==> config.mk <==
export PLATFORM = sky130hd
export DESIGN_NAME = tdc_subsys
export DESIGN_NICKNAME = d
export VERILOG_FILES = /design/src/design/tdc_pkg.sv /design/src/design/tdc_spi_if.sv /design/src/design/spi_byte_master.sv /design/src/design/tdc_cmd_rom.sv /design/src/design/tdc_sequencer.sv /design/src/design/tdc_subsys.sv
export SDC_FILE = /design/constraint.sdc
export NUM_CORES = 1
export LEC_CHECK = 0
export ABC_AREA = 1
export BUFFER_PORTS_ARGS = -buffer_cell sky130_fd_sc_hd__buf_4
export CAP_MARGIN = 15
export CORE_MARGIN = 2
export CORE_UTILIZATION = 55
export DETAILED_ROUTE_END_ITERATION = 10
export GPL_ROUTABILITY_DRIVEN = 0
export HOLD_SLACK_MARGIN = 0.03
export PLACE_DENSITY = 0.79
export SLEW_MARGIN = 20
export SYNTH_ARGS = -nofsm -noshare
export SYNTH_HDL_FRONTEND = slang
export SYNTH_SLANG_ARGS = --single-unit
==> constraint.sdc <==
create_clock -name clk -period 3.58 [get_ports clk]
set_input_delay 0.179 -clock clk [delete_from_list [all_inputs] [get_ports clk]]
set_output_delay 0.179 -clock clk [all_outputs]
set_load 0.01 [all_outputs]
==> src/design/tdc_pkg.sv <==
package tdc_pkg;

  // basic sizes
  localparam int BYTE_W = 8;
  localparam int BIT_W  = $clog2(BYTE_W);    // bit index inside a byte
  localparam int ROM_AW = 5;                 // 32 rom entries

  // spi clocking
  localparam int SPI_HALF_DIV = 4;           // clk cycles per sclk half period
  localparam int DIV_W        = $clog2(SPI_HALF_DIV);
  localparam logic [1:0] CS_HIGH_MIN = 2'd2; // min cs_n high time between frames

  // shot timing, clk cycles
  localparam logic [15:0] SHOT_PERIOD  = 16'd2000; // end of shot to next trigger
  localparam logic [15:0] TRIG_GAP     = 16'd5;    // trigger frame end to start rise
  localparam logic [15:0] START_LEN    = 16'd3;
  localparam logic [15:0] INTB_TIMEOUT = 16'd100;

  // time1 values the chip reports for a missed stop
  localparam logic [15:0] TIME1_BAD_A = 16'h0000;
  localparam logic [15:0] TIME1_BAD_B = 16'h0700;

  // rom address map
  localparam logic [ROM_AW-1:0] ADDR_CFG_FIRST = 5'd0;
  localparam logic [ROM_AW-1:0] ADDR_CFG_LAST  = 5'd17; // 9 frames of cmd + data
  localparam logic [ROM_AW-1:0] ADDR_TRIG      = 5'd18; // cmd at 18, data at 19
  localparam logic [ROM_AW-1:0] ADDR_TIME1     = 5'd20;
  localparam logic [ROM_AW-1:0] ADDR_CALIB1    = 5'd24;
  localparam logic [ROM_AW-1:0] ADDR_CALIB2    = 5'd28;

  // chip command bytes and registers
  localparam logic [BYTE_W-1:0] WR_CMD      = 8'h40; // write bit, or'ed with reg number
  localparam logic [BYTE_W-1:0] REG_CONFIG1 = 8'h00;
  localparam logic [BYTE_W-1:0] REG_TIME1   = 8'h10;
  localparam logic [BYTE_W-1:0] REG_CALIB1  = 8'h1B;
  localparam logic [BYTE_W-1:0] REG_CALIB2  = 8'h1C;
  localparam logic [BYTE_W-1:0] TRIG_DATA   = 8'h03; // start_meas, mode 2
  localparam logic [BYTE_W-1:0] DUMMY_BYTE  = 8'h00; // clocks out read data

  // power-up register writes, {cmd, data}
  localparam int CFG_N = 9;
  localparam logic [2*BYTE_W-1:0] CFG_TABLE [CFG_N] = '{
    16'h4002,  // config1, mode 2, no start yet
    16'h4140,  // config2, 10 calibration periods
    16'h421F,  // int_status, clear all flags
    16'h4307,  // int_mask, all interrupts on
    16'h44FF,  // coarse counter overflow hi
    16'h45FF,  // coarse counter overflow lo
    16'h46FF,  // clock counter overflow hi
    16'h47FF,  // clock counter overflow lo
    16'h4800   // clock counter stop mask hi
  };

  // sequencer states
  localparam int ST_W = 4;
  localparam logic [ST_W-1:0] ST_IDLE      = 4'd0;
  localparam logic [ST_W-1:0] ST_CFG       = 4'd1;
  localparam logic [ST_W-1:0] ST_SHOT_WAIT = 4'd2;
  localparam logic [ST_W-1:0] ST_TRIG      = 4'd3;
  localparam logic [ST_W-1:0] ST_TRIG_GAP  = 4'd4;
  localparam logic [ST_W-1:0] ST_START     = 4'd5;
  localparam logic [ST_W-1:0] ST_INTB_WAIT = 4'd6;
  localparam logic [ST_W-1:0] ST_RD_TIME1  = 4'd7;
  localparam logic [ST_W-1:0] ST_RD_CALIB1 = 4'd8;
  localparam logic [ST_W-1:0] ST_RD_CALIB2 = 4'd9;
  localparam logic [ST_W-1:0] ST_CHECK     = 4'd10;
  localparam logic [ST_W-1:0] ST_HOLD      = 4'd11;
  localparam logic [ST_W-1:0] ST_PAUSE     = 4'd12;

endpackage

==> src/design/tdc_spi_if.sv <==
`timescale 1ns/10ps

// one spi byte transfer, sequencer side and engine side
interface tdc_spi_if;
  import tdc_pkg::*;

  logic              start;    // 1-cycle strobe, only while !busy
  logic [BYTE_W-1:0] tx_byte;  // from rom, valid with start
  logic              cs_end;   // byte closes the frame
  logic [BYTE_W-1:0] rx_byte;  // valid from busy fall
  logic              busy;

  modport ctrl (
    output start,
    output cs_end,
    input  rx_byte,
    input  busy
  );

  // tx_byte comes straight from the rom register
  modport phy (
    input  start,
    input  tx_byte,
    input  cs_end,
    output rx_byte,
    output busy
  );

endinterface

==> src/design/spi_byte_master.sv <==
`timescale 1ns/10ps

// spi mode 0, msb first, sclk idles low
module spi_byte_master (
  input  logic   clk,
  input  logic   rst,
  tdc_spi_if.phy spi,
  output logic   sclk,
  output logic   mosi,
  output logic   cs_n,
  input  logic   miso
);
  import tdc_pkg::*;

  logic              busy;
  logic              last;     // raise cs_n after this byte
  logic [BIT_W-1:0]  bit_cnt;
  logic [DIV_W-1:0]  div_cnt;  // half period divider
  logic [1:0]        hi_cnt;   // cs_n high time left
  logic [BYTE_W-1:0] tx_sr;
  logic [BYTE_W-1:0] rx_sr;
  logic              take;
  logic              tick;
  logic              rise;
  logic              fall;

  assign spi.busy    = busy;
  assign spi.rx_byte = rx_sr;

  assign take = !busy && spi.start;
  assign tick = busy && !cs_n && (div_cnt == DIV_W'(SPI_HALF_DIV - 1));
  assign rise = tick && !sclk;  // sample miso
  assign fall = tick && sclk;   // next mosi bit

  always_ff @(posedge clk) begin
    if (rst) begin
      busy    <= 1'b0;
      last    <= 1'b0;
      cs_n    <= 1'b1;
      sclk    <= 1'b0;
      mosi    <= 1'b0;
      bit_cnt <= '0;
      div_cnt <= '0;
      hi_cnt  <= '0;
    end else begin
      if (hi_cnt != 2'd0) hi_cnt <= hi_cnt - 2'd1;
      if (take) begin
        busy    <= 1'b1;
        last    <= spi.cs_end;
        bit_cnt <= '0;
        div_cnt <= '0;
        mosi    <= spi.tx_byte[BYTE_W-1];  // msb ready before first rise
      end else if (busy) begin
        if (spi.cs_end) last <= 1'b1;  // late close request, frame abandoned
        if (cs_n) begin
          // open the frame once min high time is over
          if (hi_cnt == 2'd0) cs_n <= 1'b0;
        end else begin
          div_cnt <= tick ? '0 : div_cnt + 1'b1;
          if (rise) sclk <= 1'b1;
          if (fall) begin
            sclk <= 1'b0;
            if (bit_cnt == BIT_W'(BYTE_W - 1)) begin
              busy <= 1'b0;  // rx_sr complete here
              if (last) begin
                cs_n   <= 1'b1;
                hi_cnt <= CS_HIGH_MIN - 2'd1;
              end
            end else begin
              bit_cnt <= bit_cnt + 1'b1;
              mosi    <= tx_sr[BYTE_W-2];
            end
          end
        end
      end else if (!cs_n && spi.cs_end) begin
        // frame dropped between two bytes
        cs_n   <= 1'b1;
        hi_cnt <= CS_HIGH_MIN - 2'd1;
      end
    end
  end

  // shift registers
  always_ff @(posedge clk) begin
    if (take) begin
      tx_sr <= spi.tx_byte;
    end else if (fall) begin
      tx_sr <= {tx_sr[BYTE_W-2:0], 1'b0};
    end
    if (rise) rx_sr <= {rx_sr[BYTE_W-2:0], miso};
  end

  // sequencer must wait for busy low
  assert property (@(posedge clk) disable iff (rst) spi.start |-> !busy)
    else $error("spi start while engine busy");

endmodule

==> src/design/tdc_cmd_rom.sv <==
`timescale 1ns/10ps

module tdc_cmd_rom (
  input  logic                       clk,
  input  logic [tdc_pkg::ROM_AW-1:0] addr,
  output logic [7:0]                 data
);
  import tdc_pkg::*;

  logic [BYTE_W-1:0]   rom_byte;
  logic [2*BYTE_W-1:0] cfg_word;

  // config section, two rom entries per table row
  always_comb begin
    cfg_word = '0;
    if (addr <= ADDR_CFG_LAST) begin
      cfg_word = CFG_TABLE[addr[ROM_AW-1:1]];
    end
  end

  always_comb begin
    rom_byte = DUMMY_BYTE;  // read padding by default
    if (addr <= ADDR_CFG_LAST) begin
      // even entry is the cmd byte, odd the data
      if (addr[0]) begin
        rom_byte = cfg_word[BYTE_W-1:0];
      end else begin
        rom_byte = cfg_word[2*BYTE_W-1:BYTE_W];
      end
    end else begin
      case (addr)
        ADDR_TRIG:        rom_byte = WR_CMD | REG_CONFIG1;
        ADDR_TRIG + 1'b1: rom_byte = TRIG_DATA;  // start_meas
        ADDR_TIME1:       rom_byte = REG_TIME1;
        ADDR_CALIB1:      rom_byte = REG_CALIB1;
        ADDR_CALIB2:      rom_byte = REG_CALIB2;
        default:          rom_byte = DUMMY_BYTE;
      endcase
    end
  end

  // one cycle latency
  always_ff @(posedge clk) begin
    data <= rom_byte;
  end

endmodule

==> src/design/tdc_sequencer.sv <==
`timescale 1ns/10ps

module tdc_sequencer (
  input  logic                       clk,
  input  logic                       rst,
  input  logic                       soft_reset,
  input  logic                       pause,
  input  logic                       intb,
  input  logic                       result_done,
  tdc_spi_if.ctrl                    spi,
  output logic [tdc_pkg::ROM_AW-1:0] rom_addr,
  output logic                       start_pulse,
  output logic                       result_valid,
  output logic                       bad_meas,
  output logic                       intb_timeout,
  output logic [31:0]                result_data
);
  import tdc_pkg::*;

  logic [ST_W-1:0] state;
  logic [15:0]     tmr;       // shot, gap, pulse and timeout counter
  logic [1:0]      byte_cnt;  // byte inside the current frame
  logic            arm;       // address set, strobe next cycle
  logic            inflight;  // byte handed to the engine
  logic            start_q;
  logic            cs_end_q;
  logic [15:0]     time1;
  logic [15:0]     calib1;
  logic [15:0]     calib2;
  logic [15:0]     calib_diff;
  logic            is_read;
  logic            byte_done;
  logic            frame_last;
  logic            time1_bad;

  assign spi.start  = start_q;
  assign spi.cs_end = cs_end_q;

  assign is_read = (state == ST_RD_TIME1) || (state == ST_RD_CALIB1) ||
                   (state == ST_RD_CALIB2);
  // busy still low on the strobe cycle, so skip it
  assign byte_done  = inflight && !start_q && !spi.busy;
  // last frame of the state, config has nine
  assign frame_last = cs_end_q && ((state != ST_CFG) || (rom_addr == ADDR_CFG_LAST));
  assign calib_diff = calib2 - calib1;  // wraps mod 2^16
  assign time1_bad  = (time1 == TIME1_BAD_A) || (time1 == TIME1_BAD_B);

  always_ff @(posedge clk) begin
    if (rst) begin
      state        <= ST_IDLE;
      rom_addr     <= ADDR_CFG_FIRST;
      tmr          <= '0;
      byte_cnt     <= '0;
      arm          <= 1'b0;
      inflight     <= 1'b0;
      start_q      <= 1'b0;
      cs_end_q     <= 1'b0;
      start_pulse  <= 1'b0;
      result_valid <= 1'b0;
      bad_meas     <= 1'b0;
      intb_timeout <= 1'b0;
    end else begin
      start_q      <= 1'b0;
      bad_meas     <= 1'b0;
      intb_timeout <= 1'b0;
      if (result_valid && result_done) result_valid <= 1'b0;  // consumer took it

      // rom data valid now, hand the byte over
      if (arm) begin
        arm      <= 1'b0;
        start_q  <= 1'b1;
        inflight <= 1'b1;
        cs_end_q <= is_read ? (byte_cnt == 2'd3) : byte_cnt[0];  // 4 or 2 byte frames
      end

      if (byte_done) begin
        inflight <= 1'b0;
        byte_cnt <= cs_end_q ? 2'd0 : byte_cnt + 2'd1;
        if (!frame_last) begin
          rom_addr <= rom_addr + 1'b1;
          arm      <= 1'b1;
        end
      end

      case (state)
        ST_IDLE: begin
          if (soft_reset) begin
            state    <= ST_CFG;
            rom_addr <= ADDR_CFG_FIRST;
            arm      <= 1'b1;
          end
        end
        ST_CFG: begin
          if (byte_done && frame_last) begin
            state <= ST_SHOT_WAIT;
            tmr   <= '0;
          end
        end
        ST_SHOT_WAIT: begin
          if (tmr == SHOT_PERIOD - 16'd1) begin
            state    <= ST_TRIG;
            rom_addr <= ADDR_TRIG;
            arm      <= 1'b1;
          end else begin
            tmr <= tmr + 16'd1;
          end
        end
        ST_TRIG: begin
          if (byte_done && frame_last) begin
            state <= ST_TRIG_GAP;
            tmr   <= 16'd1;  // cs_n rose one cycle ago
          end
        end
        ST_TRIG_GAP: begin
          if (tmr == TRIG_GAP - 16'd1) begin
            state       <= ST_START;
            start_pulse <= 1'b1;
            tmr         <= '0;
          end else begin
            tmr <= tmr + 16'd1;
          end
        end
        ST_START: begin
          if (tmr == START_LEN - 16'd1) begin
            state       <= ST_INTB_WAIT;
            start_pulse <= 1'b0;
            tmr         <= '0;
          end else begin
            tmr <= tmr + 16'd1;
          end
        end
        ST_INTB_WAIT: begin
          if (!intb) begin  // measurement done in chip
            state    <= ST_RD_TIME1;
            rom_addr <= ADDR_TIME1;
            arm      <= 1'b1;
          end else if (tmr == INTB_TIMEOUT - 16'd1) begin
            state        <= ST_SHOT_WAIT;
            intb_timeout <= 1'b1;
            tmr          <= '0;
          end else begin
            tmr <= tmr + 16'd1;
          end
        end
        ST_RD_TIME1: begin
          if (byte_done && frame_last) begin
            state    <= ST_RD_CALIB1;
            rom_addr <= ADDR_CALIB1;
            arm      <= 1'b1;
          end
        end
        ST_RD_CALIB1: begin
          if (byte_done && frame_last) begin
            state    <= ST_RD_CALIB2;
            rom_addr <= ADDR_CALIB2;
            arm      <= 1'b1;
          end
        end
        ST_RD_CALIB2: begin
          if (byte_done && frame_last) state <= ST_CHECK;
        end
        ST_CHECK: begin
          if (time1_bad) begin
            state    <= ST_SHOT_WAIT;
            bad_meas <= 1'b1;
            tmr      <= '0;
          end else begin
            state        <= ST_HOLD;
            result_valid <= 1'b1;
          end
        end
        ST_HOLD: begin
          // shot timer stopped until the word is taken
          if (result_done) begin
            state <= ST_SHOT_WAIT;
            tmr   <= '0;
          end
        end
        ST_PAUSE: begin
          if (!pause) begin
            state <= (result_valid && !result_done) ? ST_HOLD : ST_SHOT_WAIT;
            tmr   <= '0;
          end
        end
        default: state <= ST_IDLE;
      endcase

      // config always runs to its end
      if (pause && (state != ST_IDLE) && (state != ST_CFG)) begin
        state       <= ST_PAUSE;
        arm         <= 1'b0;
        inflight    <= 1'b0;
        start_q     <= 1'b0;
        cs_end_q    <= 1'b1;  // engine closes the open frame
        byte_cnt    <= '0;
        start_pulse <= 1'b0;
      end
    end
  end

  // data bytes 3 and 4 of each read frame
  always_ff @(posedge clk) begin
    if (byte_done && byte_cnt[1]) begin
      case (state)
        ST_RD_TIME1:  time1  <= {time1[BYTE_W-1:0], spi.rx_byte};
        ST_RD_CALIB1: calib1 <= {calib1[BYTE_W-1:0], spi.rx_byte};
        ST_RD_CALIB2: calib2 <= {calib2[BYTE_W-1:0], spi.rx_byte};
        default: ;
      endcase
    end
    if (state == ST_CHECK) result_data <= {calib_diff, time1};
  end

  assert property (@(posedge clk) disable iff (rst)
    result_valid && !result_done |=> result_valid && $stable(result_data))
    else $error("result word dropped or changed before result_done");

endmodule

==> src/design/tdc_subsys.sv <==
`timescale 1ns/10ps

module tdc_subsys (
  input  logic        clk,
  input  logic        rst,
  input  logic        soft_reset,    // starts chip configuration
  input  logic        pause,
  output logic        sclk,
  output logic        mosi,
  input  logic        miso,
  output logic        cs_n,
  output logic        start_pulse,   // to chip start input
  input  logic        intb,          // chip interrupt, active low
  output logic [31:0] result_data,   // {calib2 - calib1, time1}
  output logic        result_valid,
  input  logic        result_done,
  output logic        bad_meas,
  output logic        intb_timeout
);
  import tdc_pkg::*;

  logic [ROM_AW-1:0] rom_addr;

  tdc_spi_if spi ();

  tdc_sequencer u_seq (
    .clk          (clk),
    .rst          (rst),
    .soft_reset   (soft_reset),
    .pause        (pause),
    .intb         (intb),
    .result_done  (result_done),
    .spi          (spi),
    .rom_addr     (rom_addr),
    .start_pulse  (start_pulse),
    .result_valid (result_valid),
    .bad_meas     (bad_meas),
    .intb_timeout (intb_timeout),
    .result_data  (result_data)
  );

  // rom output feeds the engine byte input directly
  tdc_cmd_rom u_rom (
    .clk  (clk),
    .addr (rom_addr),
    .data (spi.tx_byte)
  );

  spi_byte_master u_spi (
    .clk  (clk),
    .rst  (rst),
    .spi  (spi),
    .sclk (sclk),
    .mosi (mosi),
    .cs_n (cs_n),
    .miso (miso)
  );

endmodule

==> results of run 1 <==
## repair_timing
item / CTS / global route
hold buffers: 1 / 0
resized for setup: 0 / 0
hold endpoints to repair: 1 / 0
## worst paths after layout
check | startpoint | to | slack (ps) | cells after the start
setup reg to reg | u_seq.state[1] | u_seq.tmr[4] | 1180 | 6
hold / removal | result_done | u_seq.result_valid | 60 | 4
hold reg to reg | u_seq.time1[14] | u_seq.result_data[14] | 450 | 0
setup / recovery | u_seq.state[1] | u_seq.tmr[4] | 1180 | 6
## state kept, by name, summed over array words and instances (netlist names), 2 cells and up
signal,count
u_seq.byte_cnt,2
u_seq.state,4
u_spi.tx_sr,7
u_rom.data,7
u_seq.calib2,16
u_seq.calib1,16
u_spi.hi_cnt,2
u_spi.div_cnt,2
u_seq.time1,16
u_seq.result_data,32
u_seq.tmr,16
u_spi.bit_cnt,3
u_seq.rom_addr,5
u_spi.spi.rx_byte,8
## worst min-delay path, cell delays in order
cell,delay [ps]
buf_4,90
inv_1,60
nand2_1,60
a21oi_1,50
## layout by cell type (no fill, tap or decap), drive strengths merged, types with 2 or more instances in the layout
cell / n
o21bai: 3
bufinv: 2
nor2: 116
nand3b: 3
edfxtp: 95
o22ai: 3
or2: 2
inv: 111
a41oi: 3
xor2: 16
o21ai: 27
a21oi: 39
xnor2: 4
buf: 52
clkbuf: 17
o211ai: 9
ha: 26
o31ai: 4
clkinv: 7
clkinvlp: 2
dfxtp: 54
nand3: 76
a21boi: 2
nand2: 214
nor3: 9
nand4: 19
a31oi: 4
## kinds of logic (layout without fill, tap and decap cells)
logic type | Yosys count | count (layout) | share of synthesized area, %
buffers and inverters | 122 | 192 | 6.61
and+or+nand+nor | 441 | 441 | 25.5
DFF | 149 | 149 | 53.0
adders and majority gates | 27 | 27 | 4.65
xor gates and xnor gates | 20 | 20 | 2.36
AOI/OAI and AO/OA | 99 | 99 | 7.86
## metal layers
| layer | vias up | GRT usage, % | share of wire [%] |
|---|---|---|---|
| li1 | 2980 | - | - |
| met5 | - | 0 | 0 |
| met2 | 213 | 38.5 | 49 |
| met1 | 2766 | 29.1 | 43 |
| met3 | 37 | 4.80 | 5.5 |
| met4 | 0 | 10.7 | 2.7 |
## cell type report
| type | count | area share [%] |
|---|---|---|
| clock buffer | 17 | 4.97 |
| tap | 176 | 2.57 |
| timing repair buffer | 53 | 4.68 |
| inverter | 107 | 4.70 |
| sequential | 149 | 46.0 |
| multi-input combinational | 587 | 35.1 |
| clock inverter | 15 | 2.02 |
## report_power, final
part | switching, mW | total [mW] | leakage [nW] | internal (mW)
Combinational | 0.694 | 0.992 | 1.97 | 0.298
Sequential | 0.0811 | 1.99 | 1.29 | 1.90
Clock | 0.744 | 1.79 | 0.289 | 1.04
Total | 1.52 | 4.77 | 3.55 | 3.25
==> flow_metrics.env, run 1 <==
export IMPL_synth_cell_types=44
export IMPL_setup_viol=0
export IMPL_maxCapViolCount=0
export IMPL_vias=5996
export IMPL_synthTopCellsByArea="edfxtp_1 38%, dfxtp_1 15%, nand2_1 11%, nor2_1 5.7%, inv_1 5.2%"
export IMPL_die_area_mm2=0.0144
export IMPL_synth_most_common_cell="nand2_1"
export IMPL_synth_top_area_cell="edfxtp_1"
export IMPL_finalCoreUtilization_pct=64.9
export IMPL_fin_crit_ps=2400
export IMPL_grt_pass1_vias=5615
export IMPL_timing_critical_path_mode_cell="nand2_1"
export IMPL_multi_input_area_mm2=0.00300
export IMPL_antenna_found_initial=0
export IMPL_holdWs_ps=61.1
export IMPL_hold_violations=0
export IMPL_synth_seq_area_share_pct=53.0
export IMPL_grt_first_pass_wirelength_um=26400
export IMPL_cts_root_buf="clkbuf_16"
export IMPL_ys_ff_latch=149
export IMPL_placed_area_mm2=0.00795
export IMPL_slowest_delay_ps=710
export IMPL_yosys_warnings=0
export IMPL_crit_required_ps=3950
export IMPL_num_io_pins=46
export IMPL_dpl_cell_count=1071
export IMPL_crit_path_start_kind="flip-flop"
export IMPL_cts_setup_buffers=0
export IMPL_slew_limit_headroom_pct=37.5
export IMPL_power_density_mw_per_mm2=557
export IMPL_layout_nets=949
export IMPL_final_fill_count=1065
export IMPL_core_area_mm2=0.0132
export IMPL_min_period_over_period_pct=67.1
export IMPL_routedWlPerCell_um=14.5
export IMPL_crit_buf_inv=0
export IMPL_hp_class="primary input to flip-flop"
export IMPL_synth_top_cells_by_count="210 x nand2_1, 112 x nor2_1, 103 x inv_1"
export IMPL_grt_max_degree=33
export IMPL_critPathCaptureType="flip-flop"
export IMPL_finalWorstSetupSlack_ps=1180
export IMPL_synth_area_per_cell_um2=8.65
export IMPL_crit_type="flip-flop to flip-flop"
export IMPL_initial_core_util_pct=56.3
export IMPL_cp_top_family="simple AND/OR/NAND/NOR gates"
export IMPL_drtPass1Iterations=6
export IMPL_post_place_ws_ps=1270
export IMPL_drt_iter0_markers=625
export IMPL_cts_tree="done"
export IMPL_die_w_um=120
export IMPL_fmax_ghz=0.416
export IMPL_synth_ff_type="edfxtp_1"
export IMPL_final_cells=1104
export IMPL_tightest_slew_ps=934
export IMPL_power_leakage_nw=3.55
export IMPL_grtUsageTotal_pct=23.2
export IMPL_cts_buffers=17
export IMPL_skew_ps=8.58
export IMPL_worstPathMaxFanout=15
export IMPL_regArea_mm2=0.00393
export IMPL_crit_slowest_cell="nor2_1"
export IMPL_total_power_mw=4.77
export IMPL_synth_async_reset_ratio_pct=0
export IMPL_clock_sinks=149
export IMPL_worstPathCellList="nand2_1, nor2_1, nand3_1, nand4_2, nand2_1, a21oi_2"
export IMPL_synth_area_mm2=0.00742
export IMPL_synthCells=858
export IMPL_tns_ps=0
export IMPL_die_h_um=120
export IMPL_drt_wl_total_um=16000
export IMPL_status="finished clean"
export IMPL_clk_pin_slew_worst_paths_ps=60
export IMPL_drcViolationCount=0
export IMPL_rsz0062_at_grt="no"
export IMPL_hpwl_um=11100
export IMPL_yosysTopAreaCellShare_pct=38.4
export IMPL_syn_num_nets=892
export IMPL_antenna_left=0
export IMPL_area_delta_synth_final_pct=15.3
export IMPL_viasPerCell=5.43
export IMPL_insertion_delay_ps=430
export IMPL_grt_overflow_total=0
export IMPL_portBuffers=45
export IMPL_drive_gt1_share_pct=11.1
export IMPL_cp_arrival_ps=2770
export IMPL_n_antenna_cell=0
export IMPL_final_cell_area_mm2=0.00855
export IMPL_placementRows=42
export IMPL_synth_edf_count=95
export IMPL_cts_max_level=4
export IMPL_max_vdd_ir_drop_uv=349
export IMPL_final_max_slew_viol_count=0
export IMPL_cts_max_path_buffers=2
(Power assumes the default switching activity.)
==> run 2: changes to the inputs <==
- PLACE_DENSITY: 0.79 -> 0.82
- clock period: 3.58 -> 2.06 ns (I/O delays scaled with it)
==> run 2 against run 1 <==
Power up 73%; die area unchanged; worst setup slack lost 1100 ps; sequential share of layout area is 1.3 points lower; largest power group unchanged; critical path depth up 2; cell count is 2.8% higher; via count is 1.7% higher.
==> flow_metrics.env, run 2 (synthesis gave the netlist of run 1 again) <==
export IMPL_hold_violations=0
export IMPL_drtPass1Iterations=7
export IMPL_status="finished clean"
export IMPL_portBuffers=45
export IMPL_fin_crit_ps=2020
export IMPL_worstReg2RegStart="u_seq.calib1[0]"
export IMPL_final_common_cell="nand2_1"
export IMPL_setup_viol=0
export IMPL_critPathCaptureType="flip-flop"
export IMPL_power_leakage_nw=3.70
export IMPL_grt_max_degree=33
export IMPL_reg2reg_depth=8
export IMPL_final_cell_area_mm2=0.00881
export IMPL_crit_required_ps=2230
export IMPL_die_h_um=120
export IMPL_die_area_mm2=0.0144
export IMPL_fmax_ghz=0.495
export IMPL_grt_pass1_vias=5789
export IMPL_cts_buffers=17
export IMPL_top_register="u_seq.result_data"
export IMPL_min_delay_start="intb"
export IMPL_max_vdd_ir_drop_uv=676
export IMPL_grt_overflow_total=0
export IMPL_min_to="u_seq.arm"
export IMPL_skew_ps=8.16
export IMPL_vias=6096
export IMPL_final_cell_mix="207 x nand2_1, 107 x nor2_1, 101 x inv_1"
export IMPL_crit_slowest_cell="edfxtp_1"
export IMPL_dpl_cell_count=1095
export IMPL_initial_core_util_pct=56.3
export IMPL_clk_pin_slew_worst_paths_ps=60
export IMPL_drcViolationCount=0
export IMPL_slew_limit_headroom_pct=67.3
export IMPL_layout_nets=980
export IMPL_final_cells=1135
export IMPL_drt_wl_total_um=16500
export IMPL_antenna_found_initial=0
export IMPL_crit_type="flip-flop to flip-flop"
export IMPL_viasPerCell=5.37
export IMPL_area_delta_synth_final_pct=18.8
export IMPL_cts_max_level=4
export IMPL_grtUsageTotal_pct=24.0
export IMPL_cp_arrival_ps=2190
export IMPL_reg2reg_to="u_seq.result_data[24]"
export IMPL_cts_tree="done"
export IMPL_placementRows=42
export IMPL_timing_reg2reg_setup_slack_ps=40
export IMPL_crit_path_start_kind="flip-flop"
export IMPL_maxCapViolCount=0
export IMPL_cts_max_path_buffers=2
export IMPL_antenna_left=0
export IMPL_insertion_delay_ps=430
export IMPL_final_max_slew_viol_count=0
export IMPL_grt_first_pass_wirelength_um=27200
export IMPL_min_period_over_period_pct=98.0
export IMPL_n_antenna_cell=0
export IMPL_num_io_pins=46
export IMPL_worstPathCellList="ha_2, fa_2, nand3b_1, nand2_2, a21oi_4, buf_4, o21ai_0, xor2_1"
export IMPL_hp_class="primary input to flip-flop"
export IMPL_total_power_mw=8.26
export IMPL_worstPathMaxFanout=2
export IMPL_whs_path_depth=4
export IMPL_largest_register_ff_count=32
export IMPL_power_density_mw_per_mm2=937
export IMPL_drive_gt1_share_pct=15.8
export IMPL_routedWlPerCell_um=14.5
export IMPL_tightest_slew_ps=490
export IMPL_placed_area_mm2=0.00813
export IMPL_core_area_mm2=0.0132
export IMPL_cts_root_buf="clkbuf_16"
export IMPL_clock_sinks=149
export IMPL_drt_iter0_markers=595
export IMPL_slowest_delay_ps=390
export IMPL_die_w_um=120
export IMPL_hpwl_um=11300
[run 2: report_power, final]
part / switching [mW] / internal [mW] / leakage, nW
clock network: 1.25 / 1.67 / 0.280
logic: 1.25 / 0.630 / 2.12
registers: 0.138 / 3.31 / 1.29
[run 2: layout make-up]
class | count | area [um^2]
sequential | 149 | 3940
inverter | 107 | 402
multi-input combinational | 587 | 3060
tap | 176 | 220
fill | 1034 | 4380
timing repair buffer | 84 | 636
clock inverter | 14 | 128
clock buffer | 18 | 429
[run 2: what timing repair did]
item / CTS / global route
pin swaps: 0 / 4
hold buffers: 2 / 0
hold endpoints to repair: 2 / 0
gates resized for setup: 9 / 14
buffers inserted: 0 / 6
setup endpoints to repair: 6 / 9
gates cloned: 0 / 0
[run 2: worst max-delay path by stage]
stage / start / endpoint / slack (ps) / cells past startpoint
2_1_floorplan: u_seq.state[1] / u_seq.tmr[4] / 60 / 7
5_1_grt: u_seq.calib2[0] / u_seq.result_data[26] / -20 / 11
6_report: u_seq.calib1[0] / u_seq.result_data[24] / 40 / 8
3_5_place_dp: u_seq.calib1[0] / u_seq.result_data[28] / -110 / 11
4_1_cts: u_seq.calib1[0] / u_seq.result_data[28] / 9 / 11
3_3_place_gp: u_seq.calib1[0] / u_seq.result_data[28] / 20 / 11
[run 2: critical path, delay by kind of cell (launching register included)]
| kind | cells | cell delay (ps) |
|---|---|---|
| fa+ha+maj | 2 | 570 |
| simple gates | 2 | 300 |
| buf+inv | 1 | 140 |
| compound gates | 2 | 260 |
| flops | 1 | 390 |
| xor+xnor | 1 | 100 |
[run 2: per-stage QoR]
step	TNS (ps)	hold slack (ps)	utilization, %	setup slack (ps)
2_1_floorplan	0	201	-	60.7
3_3_place_gp	0	304	61.6	21.3
3_5_place_dp	-111	300	61.6	-108
4_1_cts	0	57.7	66.3	8.78
5_1_grt	-29.8	67.5	66.8	-18.4
6_report	0	67.7	66.8	40.7
[run 2: metal layers]
| metal | vias up | GRT usage [%] | share of wire [%] |
|---|---|---|---|
| li1 | 3043 | - | - |
| met1 | 2788 | 29.7 | 42 |
| met2 | 215 | 40.2 | 49 |
| met3 | 50 | 4.99 | 6.1 |
| met4 | 0 | 11.5 | 3.1 |
| met5 | - | 0 | 0 |
==> run 3: changes to the inputs <==
- CORE_ASPECT_RATIO: unset -> 1.4
- CTS_CLUSTER_DIAMETER: unset -> 80
==> run 3 against run 2 <==
Sequential share of layout area is 0.15 points lower; cell count rose by 0.18%; flip-flop and latch count did not move; combinational power increased by 7%; critical endpoint is now u_seq.result_data[28]; die area is essentially flat; maximum frequency is 0.83% higher; utilization decreased by 0.17 points; power grew 3.1%; first-iteration DRC count fell by 52%.
==> flow_metrics.env, run 3 (synthesis gave the netlist of run 1 again) <==
export IMPL_grt_pass1_vias=6221
export IMPL_antenna_left=0
export IMPL_cts_max_level=4
export IMPL_drtPass1Iterations=5
export IMPL_power_leakage_nw=3.70
export IMPL_grt_max_degree=33
export IMPL_hp_class="primary input to flip-flop"
export IMPL_portBuffers=45
export IMPL_die_w_um=102
export IMPL_finalWorstSetupSlack_ps=57.3
export IMPL_setup_viol=0
export IMPL_rsz0062_at_grt="yes"
export IMPL_p_seq_share_pct=40.5
export IMPL_internal_power_mw=5.65
export IMPL_min_delay_start="rst"
export IMPL_reg2reg_depth=11
export IMPL_min_to="u_seq.tmr[8]"
export IMPL_die_h_um=141
export IMPL_final_cells=1137
export IMPL_drcViolationCount=0
export IMPL_drt_iter0_markers=283
export IMPL_whs_path_depth=2
export IMPL_routedWlPerCell_um=15.1
export IMPL_critPathCaptureType="flip-flop"
export IMPL_fin_crit_ps=2000
export IMPL_total_power_mw=8.51
export IMPL_max_vdd_ir_drop_uv=711
export IMPL_final_max_slew_viol_count=0
export IMPL_crit_required_ps=2230
export IMPL_antenna_found_initial=0
export IMPL_cts_root_buf="clkbuf_16"
export IMPL_grtUsageTotal_pct=24.9
export IMPL_p_sw_mw=2.87
export IMPL_cts_max_path_buffers=2
export IMPL_combinationalPowerShare_pct=23.6
export IMPL_cp_arrival_ps=2180
export IMPL_initial_core_util_pct=56.0
export IMPL_dpl_cell_count=1102
export IMPL_cts_tree="done"
export IMPL_cts_buffers=17
export IMPL_clock_sinks=149
export IMPL_num_io_pins=46
export IMPL_crit_path_start_kind="flip-flop"
export IMPL_clkPwrFrac_pct=35.9
export IMPL_post_place_ws_ps=8.65
export IMPL_drive_gt1_share_pct=14.8
export IMPL_final_cell_mix="208 x nand2_1, 109 x nor2_1, 103 x inv_1"
export IMPL_core_area_mm2=0.0133
export IMPL_fmax_ghz=0.499
export IMPL_finalCoreUtilization_pct=66.7
export IMPL_insertion_delay_ps=420
export IMPL_netSwitchingFraction_pct=33.7
export IMPL_grt_overflow_total=0
export IMPL_hpwl_um=12100
export IMPL_holdWs_ps=74.8
export IMPL_n_antenna_cell=0
export IMPL_slew_limit_headroom_pct=64.2
export IMPL_worstPathMaxFanout=3
export IMPL_power_density_mw_per_mm2=963
export IMPL_worstReg2RegStart="u_seq.calib1[0]"
export IMPL_crit_type="flip-flop to flip-flop"
export IMPL_area_delta_synth_final_pct=19.1
export IMPL_final_common_cell="nand2_1"
export IMPL_timing_reg2reg_setup_slack_ps=60
export IMPL_vias=6240
export IMPL_reg2reg_to="u_seq.result_data[28]"
export IMPL_largest_register_ff_count=32
export IMPL_maxCapViolCount=0
export IMPL_skew_ps=10.5
export IMPL_viasPerCell=5.49
export IMPL_hold_violations=0
export IMPL_status="finished clean"
export IMPL_grt_first_pass_wirelength_um=28000
export IMPL_die_area_mm2=0.0145
export IMPL_clk_pin_slew_worst_paths_ps=70
export IMPL_layout_nets=976
export IMPL_drt_wl_total_um=17200
export IMPL_tightest_slew_ps=536
export IMPL_top_register="u_seq.result_data"
export IMPL_placementRows=50
export IMPL_min_period_over_period_pct=97.2
## run 3: final cells by class
type	count	area, um^2
fill	1045	4420
sequential	149	3940
clock inverter	15	165
timing repair buffer	80	643
multi-input combinational	587	3040
tap	182	228
clock buffer	17	425
inverter	107	402
## run 3: power by group through the flow
stage	sequential, mW	clock [mW]	combinational (mW)
after CTS	3.44	3.10	1.97
after detailed placement	3.50	0	1.95
after global routing	3.47	3.23	2.24
after floorplan	3.49	0	1.34
after global placement	3.50	0	1.92
final	3.45	3.06	2.01
## run 3: layer usage
metal  vias up  global-route usage (%)  share of wire, %
li1       3038                       -                 -
met1      2907                    25.0                36
met2       224                    45.0                55
met3        71                    5.76               4.1
met4         0                    15.8               4.6
met5         -                       0                 0
## run 3: worst max-delay path by stage
stage                          from               endpoint  cells past startpoint
global placement    u_seq.calib1[0]  u_seq.result_data[28]                     11
CTS                 u_seq.calib1[0]  u_seq.result_data[28]                     11
finish              u_seq.calib1[0]  u_seq.result_data[28]                     11
global route        u_seq.calib1[0]  u_seq.result_data[28]                     11
floorplan            u_seq.state[1]           u_seq.tmr[4]                      7
detailed placement  u_seq.calib1[0]  u_seq.result_data[28]                     11
## run 3: critical path, cell delays in order (launching register included)
cell and delay (ps):
edfxtp_1 410, ha_2 220, fa_2 390, nand3b_1 170, nand2_1 110, a21oi_2 80, inv_1 70, nand2_1 50
nand2_1 80, nand2_1 50, nand2_1 60, xor2_1 60
## run 3: through the flow
step                      setup TNS [ps]  area, um^2
final                                  0        8840
after global routing               -45.9        8840
after CTS                              0        8810
after detailed placement               0        8180
after global placement                 0        8180
after floorplan                        0        7430
## run 3: timing repair
action | 4_1_cts | 5_1_grt
cloned | 0 | 0
endpoints found under the setup margin | 3 | 11
hold buffers | 2 | 0
endpoints found under the hold margin | 2 | 0
resized for setup | 3 | 11
buffers inserted | 0 | 1
